File: src/host_mem_cfg.svh
// Build-time sizes for the host memory read channel, included by the package, RTL and testbench
`ifndef HOST_MEM_CFG_SVH
`define HOST_MEM_CFG_SVH

// Number of reads that may be outstanding at the host, and number of buffer slots
`define HOST_MEM_ROB_DEPTH 8

// Tag width; a tag is the buffer slot index, so depth must equal 2**tag width
`define HOST_MEM_TAG_W 3

// Line address width on the AFU and host sides
`define HOST_MEM_ADDR_W 16

// Read data width
`define HOST_MEM_DATA_W 32

// Requests the host still takes after it raises almost-full
`define HOST_MEM_AF_SLACK 2

`endif
File: src/host_mem_pkg.sv
// Shared types of the host memory read channel, referenced by scoped name from each block

`include "host_mem_cfg.svh"

package host_mem_pkg;

    // ==================================================
    // Host channel payloads
    // ==================================================

    // Read request toward the host
    // The tag names the buffer slot that will hold the response
    typedef struct packed {
        logic [`HOST_MEM_TAG_W-1:0]  tag;
        logic [`HOST_MEM_ADDR_W-1:0] addr;
    } t_host_rd_req;

    // Read response from the host, possibly out of issue order
    typedef struct packed {
        logic [`HOST_MEM_TAG_W-1:0]  tag;
        logic [`HOST_MEM_DATA_W-1:0] data;
    } t_host_rd_rsp;

    // ==================================================
    // Consumer FSM
    // ==================================================

    // DRAIN_EMIT is the cycle in which the captured head data is
    // presented to the AFU and the head slot is handed back
    typedef enum logic [0:0] {
        DRAIN_IDLE = 1'b0,
        DRAIN_EMIT = 1'b1
    } t_drain_state;

endpackage

File: src/host_chan_as_avalon_mem.sv
// Top level that maps a tagged, out-of-order host read channel to an in-order Avalon read port
`timescale 1ns/1ps

`include "host_mem_cfg.svh"

module host_chan_as_avalon_mem
(
    input  logic                            afu_clk,
    input  logic                            rst_n,

    // ==================================================
    // AFU side in Avalon style
    // ==================================================
    input  logic                            read,
    input  logic [`HOST_MEM_ADDR_W-1:0]     address,
    output logic                            waitrequest,
    output logic                            readdatavalid,
    output logic [`HOST_MEM_DATA_W-1:0]     readdata,

    // ==================================================
    // Host side with the tagged channel
    // ==================================================
    output logic                            host_rd_req_valid,
    output host_mem_pkg::t_host_rd_req      host_rd_req,
    input  logic                            host_almost_full,
    input  logic                            host_rd_rsp_valid,
    input  host_mem_pkg::t_host_rd_rsp      host_rd_rsp
);

    // Consumer to buffer lookup
    logic [`HOST_MEM_TAG_W-1:0]  head_idx;

    // Buffer to consumer
    logic                        head_valid;
    logic [`HOST_MEM_DATA_W-1:0] head_data;

    // Consumer to buffer and producer with one pulse per drained read
    logic                        head_release;

    // Tags reads and sends them to the host
    host_mem_rd_issue i_rd_issue
    (
        .afu_clk           (afu_clk),
        .rst_n             (rst_n),
        .read              (read),
        .address           (address),
        .waitrequest       (waitrequest),
        .head_release      (head_release),
        .host_almost_full  (host_almost_full),
        .host_rd_req_valid (host_rd_req_valid),
        .host_rd_req       (host_rd_req)
    );

    // Sorts responses by tag
    host_mem_rob_rd i_rob_rd
    (
        .afu_clk      (afu_clk),
        .rst_n        (rst_n),
        .rsp_valid    (host_rd_rsp_valid),
        .rsp          (host_rd_rsp),
        .head_idx     (head_idx),
        .head_release (head_release),
        .head_valid   (head_valid),
        .head_data    (head_data)
    );

    // Returns data in issue order
    host_mem_rd_drain i_rd_drain
    (
        .afu_clk       (afu_clk),
        .rst_n         (rst_n),
        .head_valid    (head_valid),
        .head_data     (head_data),
        .head_idx      (head_idx),
        .head_release  (head_release),
        .readdatavalid (readdatavalid),
        .readdata      (readdata)
    );

endmodule

File: src/host_mem_rd_drain.sv
// Consumer that walks the buffer head in issue order, returns data to the AFU and frees slots
`timescale 1ns/1ps

`include "host_mem_cfg.svh"

module host_mem_rd_drain
(
    input  logic                            afu_clk,
    input  logic                            rst_n,

    // Buffer head
    input  logic                            head_valid,
    input  logic [`HOST_MEM_DATA_W-1:0]     head_data,
    output logic [`HOST_MEM_TAG_W-1:0]      head_idx,
    output logic                            head_release,

    // In-order Avalon read data without back-pressure
    output logic                            readdatavalid,
    output logic [`HOST_MEM_DATA_W-1:0]     readdata
);

    host_mem_pkg::t_drain_state state;
    host_mem_pkg::t_drain_state state_next;

    // ==================================================
    // FSM
    // ==================================================

    // Emit in the cycle after the head slot is seen valid
    // Back-to-back valid slots keep the FSM in DRAIN_EMIT, one per cycle
    always_comb
    begin
        if (head_valid)
            state_next = host_mem_pkg::DRAIN_EMIT;
        else
            state_next = host_mem_pkg::DRAIN_IDLE;
    end

    // State and head pointer
    // The head moves as soon as its slot is taken, which exposes the
    // next slot to the buffer lookup in the very next cycle
    always_ff @(posedge afu_clk or negedge rst_n)
    begin
        if (!rst_n)
        begin
            state    <= host_mem_pkg::DRAIN_IDLE;
            head_idx <= '0;
        end
        else
        begin
            state <= state_next;
            if (head_valid)
                head_idx <= head_idx + 1'b1;
        end
    end

    // ==================================================
    // Outputs
    // ==================================================

    // Captured with the head so it lines up with readdatavalid
    always_ff @(posedge afu_clk)
    begin
        if (head_valid)
            readdata <= head_data;
    end

    // The slot goes back to the buffer and producer as the AFU sees it
    assign readdatavalid = (state == host_mem_pkg::DRAIN_EMIT);
    assign head_release  = (state == host_mem_pkg::DRAIN_EMIT);

endmodule

File: src/host_mem_rob_rd.sv
// Read reorder buffer that stores host responses by tag and shows the consumer its head slot
`timescale 1ns/1ps

`include "host_mem_cfg.svh"

module host_mem_rob_rd
(
    input  logic                            afu_clk,
    input  logic                            rst_n,

    // Host responses in any order
    input  logic                            rsp_valid,
    input  host_mem_pkg::t_host_rd_rsp      rsp,

    // Consumer side
    input  logic [`HOST_MEM_TAG_W-1:0]      head_idx,
    input  logic                            head_release,
    output logic                            head_valid,
    output logic [`HOST_MEM_DATA_W-1:0]     head_data
);

    logic [`HOST_MEM_DATA_W-1:0] slot_data [`HOST_MEM_ROB_DEPTH];
    logic [`HOST_MEM_ROB_DEPTH-1:0] slot_valid;
    logic [`HOST_MEM_TAG_W-1:0] rel_idx;

    // ==================================================
    // Slot bookkeeping
    // ==================================================

    // The consumer advances its head at the same edge it captures the
    // data, so the slot released in the following cycle sits one behind
    assign rel_idx = head_idx - 1'b1;

    // A tag only returns once its slot has been released and reissued,
    // so a set and a clear never hit the same slot in one cycle
    always_ff @(posedge afu_clk or negedge rst_n)
    begin
        if (!rst_n)
            slot_valid <= '0;
        else
        begin
            if (head_release)
                slot_valid[rel_idx] <= 1'b0;
            if (rsp_valid)
                slot_valid[rsp.tag] <= 1'b1;
        end
    end

    // Data array written by tag
    always_ff @(posedge afu_clk)
    begin
        if (rsp_valid)
            slot_data[rsp.tag] <= rsp.data;
    end

    // ==================================================
    // Head presentation
    // ==================================================

    // Raw view of the slot the consumer points at
    // The consumer alone decides when to take it
    assign head_valid = slot_valid[head_idx];
    assign head_data  = slot_data[head_idx];

endmodule

File: src/host_mem_rd_issue.sv
// Producer that accepts Avalon reads from the AFU, tags them in order and registers them to the host
`timescale 1ns/1ps

`include "host_mem_cfg.svh"

module host_mem_rd_issue
(
    input  logic                            afu_clk,
    input  logic                            rst_n,

    // AFU read request side
    input  logic                            read,
    input  logic [`HOST_MEM_ADDR_W-1:0]     address,
    output logic                            waitrequest,

    // One pulse per slot handed back by the consumer
    input  logic                            head_release,

    // Host request channel
    input  logic                            host_almost_full,
    output logic                            host_rd_req_valid,
    output host_mem_pkg::t_host_rd_req      host_rd_req
);

    // The count needs one more bit than a tag so that it can hold the full depth
    localparam int CNT_W = `HOST_MEM_TAG_W + 1;
    localparam logic [CNT_W-1:0] MAX_OUT = CNT_W'(`HOST_MEM_ROB_DEPTH);

    logic                         ready_q;
    logic [`HOST_MEM_TAG_W-1:0]   next_tag;
    logic [CNT_W-1:0]             out_cnt;
    logic                         buf_full;
    logic                         accept;

    // ==================================================
    // Flow control toward the AFU
    // ==================================================

    // Every slot is owned by a read that has not yet drained
    assign buf_full = (out_cnt == MAX_OUT);

    // The request register holds at most one request past almost-full,
    // which stays inside the host's slack
    assign waitrequest = !ready_q || host_almost_full || buf_full;

    // Avalon acceptance means read high with waitrequest low at the edge
    assign accept = read && !waitrequest;

    // Holds waitrequest high through reset and the first cycle after it
    always_ff @(posedge afu_clk or negedge rst_n)
    begin
        if (!rst_n)
            ready_q <= 1'b0;
        else
            ready_q <= 1'b1;
    end

    // ==================================================
    // Tag allocation and outstanding count
    // ==================================================

    always_ff @(posedge afu_clk or negedge rst_n)
    begin
        if (!rst_n)
        begin
            next_tag <= '0;
            out_cnt  <= '0;
        end
        else
        begin
            // Tags wrap naturally since the depth is a power of two
            if (accept)
                next_tag <= next_tag + 1'b1;

            // Acceptance and release in the same cycle cancel out
            if (accept && !head_release)
                out_cnt <= out_cnt + 1'b1;
            else if (!accept && head_release)
                out_cnt <= out_cnt - 1'b1;
        end
    end

    // ==================================================
    // Request register toward the host
    // ==================================================

    // The request strobe follows each acceptance by one cycle
    always_ff @(posedge afu_clk or negedge rst_n)
    begin
        if (!rst_n)
            host_rd_req_valid <= 1'b0;
        else
            host_rd_req_valid <= accept;
    end

    // Tag and address of the read accepted at this edge
    always_ff @(posedge afu_clk)
    begin
        if (accept)
        begin
            host_rd_req.tag  <= next_tag;
            host_rd_req.addr <= address;
        end
    end

endmodule

File: config.mk
export PLATFORM = sky130hd
export DESIGN_NAME = host_chan_as_avalon_mem
export DESIGN_NICKNAME = d
export VERILOG_FILES = /design/src/host_mem_pkg.sv /design/src/host_chan_as_avalon_mem.sv /design/src/host_mem_rd_drain.sv /design/src/host_mem_rob_rd.sv /design/src/host_mem_rd_issue.sv
export VERILOG_INCLUDE_DIRS = /design/src /design/src/src
export SDC_FILE = /design/constraint.sdc
export NUM_CORES = 1
export LEC_CHECK = 0
export ABC_AREA = 1
export BUFFER_PORTS_ARGS = -buffer_cell sky130_fd_sc_hd__buf_2
export CAP_MARGIN = 20
export CORE_MARGIN = 5
export CORE_UTILIZATION = 52
export CTS_CLUSTER_DIAMETER = 30
export DETAILED_ROUTE_END_ITERATION = 16
export HOLD_SLACK_MARGIN = 0.1
export PLACE_DENSITY = 0.74
export SKIP_CTS_REPAIR_TIMING = 1
export SYNTH_ARGS = -nofsm -noshare
export SYNTH_HDL_FRONTEND = slang
export SYNTH_SLANG_ARGS = --single-unit
File: constraint.sdc
create_clock -name afu_clk -period 3.1 [get_ports afu_clk]
set_clock_uncertainty 0.2 [all_clocks]
set_input_delay 0.155 -clock afu_clk [delete_from_list [all_inputs] [get_ports afu_clk]]
set_output_delay 0.155 -clock afu_clk [all_outputs]
set_load 0.02 [all_outputs]
======== Word level (Yosys, flattened, before mapping) ========
Memory sizes are Yosys's and may differ from the RTL's. A register that Yosys moved wholly into a read port is not among the register bits.
Index checks and enable logic that the tools add are counted.
Widths: inputs -> output; s select.
storage, ports and cells
  register bits after elaboration ......... 40
  bits in writable memories ............... 256
  input bits .............................. 56
  output and inout bits ................... 54
  word-level logic and storage cells ...... 49
  memories kept ........................... 1
memory list
  memory              words  bits a word  rd ports  clocked after memory_dff  wr ports  RTL line               text
  i_rob_rd.slot_data  8      32           1         1                         1         host_mem_rob_rd.sv:22  logic [`HOST_MEM_DATA_W-1:0] slot_data [`HOST_MEM_ROB_DEPTH];
operators by class
  $add $sub $neg .......................... 5
  $lt $le $gt $ge ......................... 5
  eq/ne operators ......................... 1
  muxes and demuxes ....................... 13
  bitwise logic cells ..................... 3
  reductions and logical operators ........ 12
operators with widths
  operator             count
  $mux 8               2
  $lt 3x4->1 const B   3
  $and 8x8->8          1
  $mux 4               2
  $not 8->8            1
  $or 8x8->8           1
  $add 3x1->3 const B  2
  $demux 1 s3          2
  $ge 3x1->1 const B   2
  $mux 1               6
  $logic_and 1x1->1    5
  $add 4x1->4 const B  1
  $eq 4x4->1 const B   1
  $logic_not 1->1      4
  $sub 4x1->4 const B  1
  $bmux 1 s3           1
  $sub 3x1->3 const B  1
  $logic_or 1x1->1     2
  $reduce_bool 2->1    1

======== Logic depth before layout (Yosys ltp) ========
Gate-level depths: netlist of the first run.
  word-level depth ........................ 10
  depth in mapped cells ................... 13
  gate-level depth less buffers ........... 13

======== Modules after synthesis ========
Synthesis of the first run repeated with hierarchy kept, for this count alone.
unflattened totals
  cell total of the unflattened synthesis .. 1331
  area, all modules ....................... 13927.1 um^2
by module, submodules not included
  module             instances  cells each  area an instance (um^2)  sequential area each (um^2)
  host_mem_rob_rd    1          1206        11713.7                  7887.6
  host_mem_rd_drain  1          48          1126.1                   1061.0
  host_mem_rd_issue  1          77          1087.3                   795.8

======== Worst setup path after synthesis of the first run ========
Ideal clock, no wire load.
  kind .................................... reg-to-reg
  from .................................... register i_rd_issue.out_cnt[0]
  to ...................................... register i_rd_issue.out_cnt[3]
  library setup time ...................... 65 ps
  data arrival time ....................... 2373 ps
  data required time ...................... 2835 ps
  slack ................................... 462 ps
  stages on the path, launching flop included .. 12
  buffers on the path ..................... 0
  period minus slack after synthesis ...... 2638 ps
  path through ............................ dfrtp_1 > nand3b_1 > nand3_1 > inv_1 > ha_1 > inv_1 > ha_1 > or2_2 > nand2_1 > xnor2_1 > nand2_1 > nand2_1
on the way
  word-level cells in the longest chain between the ends .. 7
  elaborated cells on any way between the ends .. 12
  classes of those cells .................. 2 x add/sub; 1 x eq/ne; 2 x mux; 7 x reduce/logical
ends and longest elaborated chain
  element                             RTL line                 text
  from (decl)                         host_mem_rd_issue.sv:31  logic [CNT_W-1:0] out_cnt;
  from (signal assigned)              host_mem_rd_issue.sv:77  out_cnt <= out_cnt + 1'b1;
  from (signal assigned)              host_mem_rd_issue.sv:79  out_cnt <= out_cnt - 1'b1;
  $eq 4x4->1 *                        host_mem_rd_issue.sv:40  assign buf_full = (out_cnt == MAX_OUT);
  $logic_or 1x1->1 *                  host_mem_rd_issue.sv:44  assign waitrequest = !ready_q || host_almost_full || buf_full;
  $logic_not 1->1 *                   host_mem_rd_issue.sv:47  assign accept = read && !waitrequest;
  $logic_and 1x1->1 *                 host_mem_rd_issue.sv:47
  named net i_rd_issue.accept         host_mem_rd_issue.sv:33  logic accept;
  $logic_not 1->1                     host_mem_rd_issue.sv:78  else if (!accept && head_release)
  $logic_and 1x1->1                   host_mem_rd_issue.sv:78
  $reduce_bool 2->1 (no source line)  --
Mark *: on every way through the listed nets, which the timed path passes. The rest lies on a longest branch. The select of a mux whose other input is x is not followed.
A chain may end at the register's enable or synchronous reset.

======== Worst setup path in the final report of the first run ========
  from .................................... register i_rd_drain.head_idx[0]
  to ...................................... register i_rd_drain.readdata[31] (read register of i_rob_rd.slot_data), data pin
on the way
  word-level cells in the longest chain between the ends .. 2
ends and longest elaborated chain
  element                       RTL line                 text
  from (decl)                   host_mem_rd_drain.sv:14  output logic [`HOST_MEM_TAG_W-1:0] head_idx,
  from (signal assigned)        host_mem_rd_drain.sv:53  head_idx <= head_idx + 1'b1;
  $bmux 1 s3                    host_mem_rob_rd.sv:62    assign head_valid = slot_valid[head_idx];
  $mux 1 (implied by the code)  host_mem_rob_rd.sv:62
  to (decl)                     host_mem_rd_drain.sv:19  output logic [`HOST_MEM_DATA_W-1:0] readdata
Several ways; a longest one is shown, not always the timed one. The select of a mux whose other input is x is not followed.

==> results.py, run 1 <==
metrics = {
    "power": {
        "p_per_area_mw_per_mm2": 1000,
        "p_int_uw": 10750,
        "ir_drop_v": 0.0005851,
        "switchingPower_uw": 5222,
        "leakagePower_uw": 0.005834,
        "clkPwrFrac": 0.378,
        "combPwrFrac": 0.254,
        "pwr-share-seq": 0.368,
        "switching_share": 0.3269,
    },
    "run": {
        "maxCapViolations": 0,
    },
    "clocking": {
        "cts_buffers": 55,
        "path_clk_slew_ps": 50,
        "insertion_delay_ps": 540,
        "root_buffer": "clkbuf_16",
        "clockBufferDepth": 3,
        "cts-htree-levels": 2,
        "cts_tree": "yes",
        "cts_num_sinks": 328,
    },
    "worst_setup_path": {
        "max_stage_delay_ps": 710,
        "worst_path_most_repeated_cell": "nand2_1",
        "path_cells": "inv_8 > buf_12 > o21ai_0 > o22ai_1 > nand2_1 > nand2_1",
        "end_kind": "flip-flop",
        "crit_fanout": 129,
        "critPathArrivalTime_ps": 2480,
        "required_ps": 3290,
        "cp_slowest_cell": "dfrtp_4",
        "worstSetupStartpointType": "flip-flop",
        "critPathKind": "flip-flop to flip-flop",
    },
    "synthesis": {
        "synth_area_leaders": "edfxtp_1, o21ai_0, dfrtp_1",
        "synthMuxAreaShare": 0,
        "ys_seq_area_frac": 0.7748,
        "ys_warn_count": 0,
        "synth_area_leader_cell": "edfxtp_1",
        "syn_area_per_cell_um2": 13.80,
        "synthAdderAreaFrac": 0.007561,
        "synth_cell_types": 27,
        "ys_seq_elements": 328,
        "syn-num-nets": 974,
        "syn_inst": 911,
        "synthSimpleGateAreaFrac": 0.08954,
        "syn_area_mm2": 0.01258,
        "synth_compound_area_frac": 0.08994,
        "yosys.area_share.xor_xnor": 0.005572,
        "synth_top_family_by_area": "compound AO/OA/AOI/OAI gates",
        "yosys.area.top_type_share": 0.7331,
    },
    "final_layout": {
        "seqCellArea_mm2": 0.009749,
        "nNetsFinal": 1168,
        "multi_input_area_mm2": 0.002486,
        "fin_area_mm2": 0.01597,
        "layout-drive-gt1-share": 0.2122,
        "antenna_cells": 0,
        "syn2layout_area_growth_pct": 26.98,
        "fillCellCount": 1601,
    },
    "place": {
        "dp_hpwl_um": 14370,
        "placed_area_mm2": 0.01350,
        "dp_slack_ps": 768.4,
        "routabilityCongestion": 0.7845,
        "portBuffers": 109,
    },
    "outcome": {
        "status": "finished clean",
    },
    "die": {
        "core_area_mm2": 0.02403,
        "dieArea_mm2": 0.02739,
        "die_w_um": 165.5,
        "start_util": 0.5232,
        "num_io_pins": 110,
        "fp.dieH_um": 165.5,
        "rows": 57,
    },
    "route": {
        "first_iter_violations": 650,
        "drt-wirelength-per-cell_um": 19.14,
        "vias": 8065,
        "first_pass_iters": 6,
        "viasPerCell": 5.472,
        "ant_nets": 0,
        "drt-total-wl_um": 28210,
        "drc": 0,
    },
    "timing": {
        "finalHoldViolations": 0,
        "slew_headroom": 0.4853,
        "hold_ws_ps": 133.5,
        "rsz0062_at_grt": "no",
        "worst_slew_pin_slew_ps": 772.1,
        "period_share": 0.7387,
        "fin_crit_ps": 2290,
        "setup_violations": 0,
        "drv_slew": 0,
        "tns_ps": 0,
        "fmax_mhz": 436.7,
        "setup_slack_ps": 810.0,
    },
    "global_routing": {
        "track_usage": 0.1993,
        "overflow": 0,
        "grt_pass1_wl_um": 41810,
        "grt_max_degree": 130,
        "grt_pass1_vias": 7676,
        "grt_antenna_before_repair": 0,
    },
    "hold_path": {
        "hold_path.class": "input port to flip-flop",
    },
}
-- stage by stage --
stage                     std cells    util  total power (uW)
final                          1474  0.6644             15970
after global routing           1474  0.6644             16750
after CTS                      1417  0.6403             15960
after detailed placement       1315  0.5617              9886
after global placement         1315  0.5617              9770
after floorplan                 911       -              8803
-- power by group through the flow --
stage	registers [uW]	clock network [uW]	logic, uW
final	5880	6040	4060
after floorplan	6140	0	2660
after global routing	5930	6340	4480
after global placement	5950	0	3820
after detailed placement	5950	0	3940
after CTS	5880	6080	4000
-- cells in the mapped netlist, drive strengths merged --
cell	number
buf	30
clkbuf	20
clkinv	1
conb	1
dfrtp	21
edfxtp	307
fa	1
ha	6
inv	15
nand2	140
nand3	10
nand3b	1
nor2	139
o21ai	146
o22ai	64
or2	1
xnor2	7
xor2	1
-- critical path, delay by kind of cell, from the launching register on --
family	cells	cell delay (ps)
DFF	1	710
buffers and inverters	2	610
AOI/OAI and AO/OA	2	390
and+or+nand+nor	2	190
-- layer usage --
metal | vias to the layer above | wire [um] | global-route usage | share of wire
li1 | 3726 | - | - | -
met1 | 3920 | 11150 | 0.2550 | 0.40
met2 | 368 | 14330 | 0.3370 | 0.51
met3 | 51 | 2204 | 0.04964 | 0.078
met4 | 0 | 526 | 0.06449 | 0.019
met5 | - | 0 | 0 | 0
-- flip-flops by register name, indices dropped and copies added (netlist names) --
name	count
i_rd_issue.ready_q	1
i_rob_rd.slot_data	256
i_rob_rd.slot_valid	8
i_rd_issue.next_tag	3
i_rd_issue.host_rd_req	19
i_rd_drain.head_release	1
i_rd_issue.host_rd_req_valid	1
i_rd_drain.readdata	32
i_rd_drain.head_idx	3
i_rd_issue.out_cnt	4
-- logic make-up after synthesis --
kind of cell / after synthesis
flops: 328
buf+inv: 66
simple gates: 291
compound gates: 210
xor+xnor: 8
fa+ha+maj: 7
other cells: 1
-- area by class of cell --
cell class,count,share of cell area
Sequential cell,328,0.6105
Multi-Input combinational cell,517,0.1557
Clock buffer,59,0.08775
Timing Repair Buffer,187,0.08587
Clock inverter,43,0.03056
Tap cell,324,0.02539
Inverter,16,0.004231
-- final timing paths --
kind | start | to | slack (ps) | cells after the start
min | host_rd_rsp[32] | i_rob_rd.slot_valid[1]$_DFF_PN0_ | 130 | 3
max | i_rd_drain.head_idx[0]$_DFFE_PN0P_ | i_rd_drain.readdata[31]$_DFFE_PP_ | 810 | 6
max reg2reg | i_rd_drain.head_idx[0]$_DFFE_PN0P_ | i_rd_drain.readdata[31]$_DFFE_PP_ | 810 | 6
min in group asynchronous | rst_n | i_rd_issue.host_rd_req_valid$_DFF_PN0_ | 440 | 4
min reg2reg | i_rd_issue.next_tag[1]$_DFFE_PN0P_ | i_rd_issue.host_rd_req[17]$_DFFE_PP_ | 280 | 0
max in group asynchronous | rst_n | i_rd_drain.head_idx[0]$_DFFE_PN0P_ | 2110 | 4
-- cells in the final DEF (no fill, tap or decap), types with 2 or more instances in the layout --
cell / Yosys / final
nand2_2: 2 / 2
clkbuf_16: 0 / 55
clkinv_4: 0 / 9
edfxtp_1: 307 / 307
nor2_4: 0 / 8
xnor2_1: 7 / 7
nand3_1: 8 / 8
bufinv_16: 0 / 7
clkinv_2: 0 / 4
clkinv_1: 1 / 4
nand2_1: 138 / 138
clkinvlp_4: 0 / 12
o22ai_1: 64 / 64
dlygate4sd3_1: 0 / 56
o21ai_0: 143 / 143
buf_4: 6 / 14
buf_2: 11 / 109
inv_8: 1 / 4
dfrtp_1: 21 / 19
o21ai_1: 3 / 3
clkbuf_1: 14 / 3
nor2_1: 139 / 131
ha_1: 6 / 6
inv_1: 13 / 13
nand3_2: 2 / 2
inv_6: 0 / 5
buf_12: 1 / 8
No activity file was read; power rests on OpenSTA's default activity.
==> run 2, diff against run 1 <==
- clock period: 3.1 -> 2.3 ns (I/O delays scaled with it)
==> results.py, run 2 (synthesis gave the netlist of run 1 again) <==
metrics = {
    "final_layout": {
        "final_cell_mix": "edfxtp_1, o21ai_0, nand2_1",
        "nNetsFinal": 1196,
        "largest_reg_flops": 256,
        "final_common_cell": "edfxtp_1",
        "largest_register": "i_rob_rd.slot_data",
        "antenna_cells": 0,
        "fin_cells": 1504,
        "syn2layout_area_growth_pct": 28.53,
        "layout-drive-gt1-share": 0.2195,
        "reg_top3": "i_rob_rd.slot_data: 256 flops, i_rd_drain.readdata: 32 flops, i_rd_issue.host_rd_req: 19 flops",
        "fin_util": 0.6725,
    },
    "clocking": {
        "cts_buffers": 57,
        "root_buffer": "clkbuf_16",
        "cts_tree": "yes",
        "cts-htree-levels": 2,
        "cts_num_sinks": 328,
        "path_clk_slew_ps": 50,
        "clockBufferDepth": 3,
        "insertion_delay_ps": 550,
    },
    "timing": {
        "tns_ps": 0,
        "fmax_mhz": 463.5,
        "fin_crit_ps": 2157,
        "rsz0062_at_grt": "no",
        "hold_ws_ps": 96.04,
        "slew_headroom": 0.6228,
        "setup_violations": 0,
        "drv_slew": 0,
        "finalHoldViolations": 0,
        "setup_slack_ps": 142.6,
        "worst_slew_pin_slew_ps": 565.8,
        "period_share": 0.9380,
    },
    "run": {
        "maxCapViolations": 0,
    },
    "worst_setup_path": {
        "critPathKind": "flip-flop to flip-flop",
        "crit_fanout": 5,
        "cp_slowest_cell": "dfrtp_2",
        "critPathArrivalTime_ps": 2430,
        "path_cells": "nor2_1 > nand3b_1 > nand3_4 > clkinvlp_4 > ha_4 > inv_4 > ha_4 > or2_4 > nand2_2 > xnor2_1 > nand2_1 > nand2_1",
        "crit_buf_inv": 2,
        "required_ps": 2570,
        "max_stage_delay_ps": 440,
        "reg2reg_slack_ps": 140,
        "worstSetupStartpointType": "flip-flop",
        "critical-path-top-delay-family": "simple AND/OR/NAND/NOR gates",
        "end_kind": "flip-flop",
    },
    "die": {
        "die_w_um": 165.5,
        "dieArea_mm2": 0.02739,
        "start_util": 0.5232,
        "rows": 57,
        "num_io_pins": 110,
        "core_area_mm2": 0.02403,
        "fp.dieH_um": 165.5,
    },
    "global_routing": {
        "overflow": 0,
        "grt_antenna_before_repair": 0,
        "grt_pass1_vias": 7743,
        "grt_pass1_wl_um": 41360,
        "track_usage": 0.1976,
        "grt_max_degree": 82,
    },
    "route": {
        "drt-total-wl_um": 28430,
        "drt-wirelength-per-cell_um": 18.90,
        "ant_nets": 0,
        "first_iter_violations": 874,
        "viasPerCell": 5.403,
        "first_pass_iters": 6,
        "drc": 0,
        "vias": 8126,
    },
    "place": {
        "dp_slack_ps": 117.4,
        "dp_hpwl_um": 14480,
        "portBuffers": 109,
        "placed_cells": 1328,
        "routabilityCongestion": 0.7832,
    },
    "outcome": {
        "status": "finished clean",
    },
    "power": {
        "ir_drop_v": 0.0007626,
        "leakagePower_uw": 0.005943,
        "p_per_area_mw_per_mm2": 1327,
    },
    "hold_path": {
        "hold_path.class": "input port to flip-flop",
    },
}
[run 2: cell types whose count changed in the layout (fill, tap and decap cells not counted), moves of 4 or more]
cell | previous run | this run
buf_4 | 14 | 29
dlygate4sd3_1 | 56 | 69
clkinv_1 | 4 | 13
clkinv_2 | 4 | 9
clkinv_4 | 9 | 4
clkinvlp_4 | 12 | 7
bufinv_16 | 7 | 3
[run 2: worst paths after layout]
check | depth (start not counted) | from | end
worst max-delay path | 12 | i_rd_issue.out_cnt[1]$_DFFE_PN0P_ | i_rd_issue.out_cnt[3]$_DFFE_PN0P_
worst min-delay path | 2 | address[13] | i_rd_issue.host_rd_req[13]$_DFFE_PP_
worst max register to register | 12 | i_rd_issue.out_cnt[1]$_DFFE_PN0P_ | i_rd_issue.out_cnt[3]$_DFFE_PN0P_
worst min register to register | 0 | i_rd_issue.next_tag[2]$_DFFE_PN0P_ | i_rd_issue.host_rd_req[18]$_DFFE_PP_
max in group asynchronous | 4 | rst_n | i_rd_issue.out_cnt[1]$_DFFE_PN0P_
min in group asynchronous | 4 | rst_n | i_rd_drain.head_idx[2]$_DFFE_PN0P_
[run 2: layout make-up]
class	instances	area (um^2)
clock buffers	61	1463
fillers	1582	7870
multi-input cells	517	2529
inverters	16	73.82
clock inverters	45	369.1
flip-flops and latches	328	9751
well taps	324	405.4
repair buffers	213	1574
[run 2: power by group]
part / leakage [uW] / switching [uW] / internal (uW)
registers: 0.00306 / 306 / 7520
logic: 0.00199 / 3910 / 1880
clock network: 0.000887 / 2870 / 4970
total: 0.00594 / 7080 / 14400
[run 2: metal layers]
metal | global-route usage | up-vias | routed length, um
met5 | 0 | - | 0
met4 | 0.06937 | 0 | 627
met3 | 0.05212 | 55 | 2225
met2 | 0.3311 | 349 | 14060
met1 | 0.2512 | 3938 | 11520
li1 | - | 3784 | -
[run 2: per-stage QoR]
step | area [um^2] | total power (uW)
floorplan | 12620 | 11910
global placement | 13610 | 13330
detailed placement | 13610 | 13510
CTS | 15440 | 21430
global route | 16160 | 22510
finish | 16160 | 21460
==> run 3, diff against run 2 <==
- PLACE_DENSITY: 0.74 -> 0.77
- clock period: 2.3 -> 1.9 ns (I/O delays scaled with it)
==> results.py, run 3 (synthesis gave the netlist of run 1 again) <==
metrics = {
    "outcome": {
        "status": "complete, but fails checks",
        "violations": "negative hold slack, negative setup slack",
    },
    "place": {
        "placed_cells": 1342,
        "routabilityCongestion": 0.8039,
        "dp_hpwl_um": 15810,
        "placed_area_mm2": 0.01395,
        "portBuffers": 109,
    },
    "die": {
        "num_io_pins": 110,
        "dieArea_mm2": 0.02739,
        "die_w_um": 165.5,
        "core_area_mm2": 0.02403,
        "start_util": 0.5232,
        "rows": 57,
        "fp.dieH_um": 165.5,
    },
    "route": {
        "first_iter_violations": 868,
        "drt-wirelength-per-cell_um": 19.37,
        "viasPerCell": 5.448,
        "drt-total-wl_um": 29490,
        "ant_nets": 0,
        "first_pass_iters": 5,
        "vias": 8292,
        "drc": 0,
    },
    "timing": {
        "drv_slew": 0,
        "finalHoldViolations": 3,
        "rsz0062_at_grt": "yes",
        "fmax_mhz": 484.0,
        "setup_slack_ps": -166.2,
        "hold_ws_ps": -173.6,
        "tns_ps": -4662,
        "slew_headroom": 0.6244,
        "setup_violations": 31,
        "worst_slew_pin_slew_ps": 562.0,
        "period_share": 1.087,
        "fin_crit_ps": 2066,
    },
    "final_layout": {
        "layout-drive-gt1-share": 0.2373,
        "largest_register": "i_rob_rd.slot_data",
        "final_cell_mix": "edfxtp_1, o21ai_0, nand2_1",
        "largest_reg_flops": 256,
        "final_common_cell": "edfxtp_1",
        "fin_cells": 1522,
        "reg_top3": "i_rob_rd.slot_data: 256 flops, i_rd_drain.readdata: 32 flops, i_rd_issue.host_rd_req: 19 flops",
        "syn2layout_area_growth_pct": 32.14,
        "nNetsFinal": 1214,
        "fin_area_mm2": 0.01662,
    },
    "worst_setup_path": {
        "crit_fanout": 15,
        "regToRegStartpoint": "i_rd_issue.out_cnt[2]$_DFFE_PN0P_",
        "critPathArrivalTime_ps": 2130,
        "reg2reg_slack_ps": -150,
        "worstSetupStartpointType": "input port",
        "required_ps": 1960,
        "critPathKind": "input port to flip-flop",
        "rr_worst_depth": 12,
        "r2r_end": "i_rd_issue.out_cnt[3]$_DFFE_PN0P_",
        "end_kind": "flip-flop",
    },
    "power": {
        "ir_drop_v": 0.001159,
        "p_per_area_mw_per_mm2": 1629,
        "leakagePower_uw": 0.006145,
    },
    "clocking": {
        "root_buffer": "clkbuf_16",
        "clockBufferDepth": 3,
        "path_clk_slew_ps": 50,
        "insertion_delay_ps": 570,
        "cts_buffers": 54,
        "cts_tree": "yes",
        "cts-htree-levels": 2,
        "cts_num_sinks": 328,
    },
    "hold_path": {
        "hold_path.class": "input port to flip-flop",
        "whs_endpoint": "i_rd_issue.next_tag[0]$_DFFE_PN0P_",
        "min_delay_path_depth": 5,
        "hp-start": "host_almost_full",
    },
    "global_routing": {
        "grt_max_degree": 58,
        "track_usage": 0.2055,
        "grt_antenna_before_repair": 1,
        "overflow": 0,
        "grt_pass1_wl_um": 43170,
        "grt_pass1_vias": 8019,
    },
    "run": {
        "maxCapViolations": 0,
    },
}
run 3: cell count changes in the layout (fill, tap and decap cells not counted), sizes merged:
cell         delta
dlygate4sd3     +3
clkinvlp        -2
bufinv          +3
buf            +17
inv            +10
diode           +1
clkbuf          -1
clkinv         -13
run 3: report_power, final:
group / internal [uW] / leakage, uW / switching (uW) / total, uW
combinational: 2800 / 0.00216 / 4900 / 7690
sequential: 9090 / 0.00306 / 389 / 9480
clock: 6240 / 0.000920 / 3660 / 9900
run 3: metrics by stage:
stage                       util  total power (uW)  setup slack (ps)
final                     0.6914             27070            -166.2
after global routing      0.6914             28370            -273.7
after CTS                 0.6588             26860            -167.3
after detailed placement  0.5804             16860            -155.1
after global placement    0.5804             16630            -111.9
after floorplan                -             14440            -483.1
run 3: worst max-delay path by stage:
| stage | startpoint | end | slack [ps] | depth (start not counted) |
|---|---|---|---|---|
| detailed placement | i_rd_issue.out_cnt[1]$_DFFE_PN0P_ | i_rd_issue.out_cnt[3]$_DFFE_PN0P_ | -160 | 12 |
| CTS | i_rd_issue.out_cnt[1]$_DFFE_PN0P_ | i_rd_issue.out_cnt[3]$_DFFE_PN0P_ | -170 | 12 |
| floorplan | i_rd_issue.out_cnt[0]$_DFFE_PN0P_ | i_rd_issue.out_cnt[3]$_DFFE_PN0P_ | -480 | 11 |
| global route | i_rd_issue.out_cnt[2]$_DFFE_PN0P_ | i_rd_issue.out_cnt[3]$_DFFE_PN0P_ | -270 | 12 |
| finish | host_rd_rsp[33] | i_rob_rd.slot_data[5][14]$_DFFE_PP_ | -170 | 7 |
| global placement | i_rd_issue.out_cnt[1]$_DFFE_PN0P_ | i_rd_issue.out_cnt[3]$_DFFE_PN0P_ | -110 | 12 |
run 3: cell type report:
cell class                      instances  area, um^2
Clock inverter                         43       504.2
Inverter                               16       73.82
Fill cell                            1498        7417
Timing Repair Buffer                  234        1964
Sequential cell                       328        9751
Tap cell                              324       405.4
Multi-Input combinational cell        517        2536
Antenna cell                            1       2.502
Clock buffer                           59        1380
run 3: routing by layer:
metal  GRT usage  vias up  part of all wire
li1            -     3816                 -
met1      0.2744     4028              0.40
met2      0.3378      383              0.50
met3     0.03971       65             0.074
met4     0.07874        0             0.026
met5           0        -                 0
run 3: critical path, stage by stage:
cell           delay [ps]
buf_2                 100
dlygate4sd3_1         590
inv_1                  80
nand2_1               100
dlygate4sd3_1         650
nor2_4                290
buf_12                210
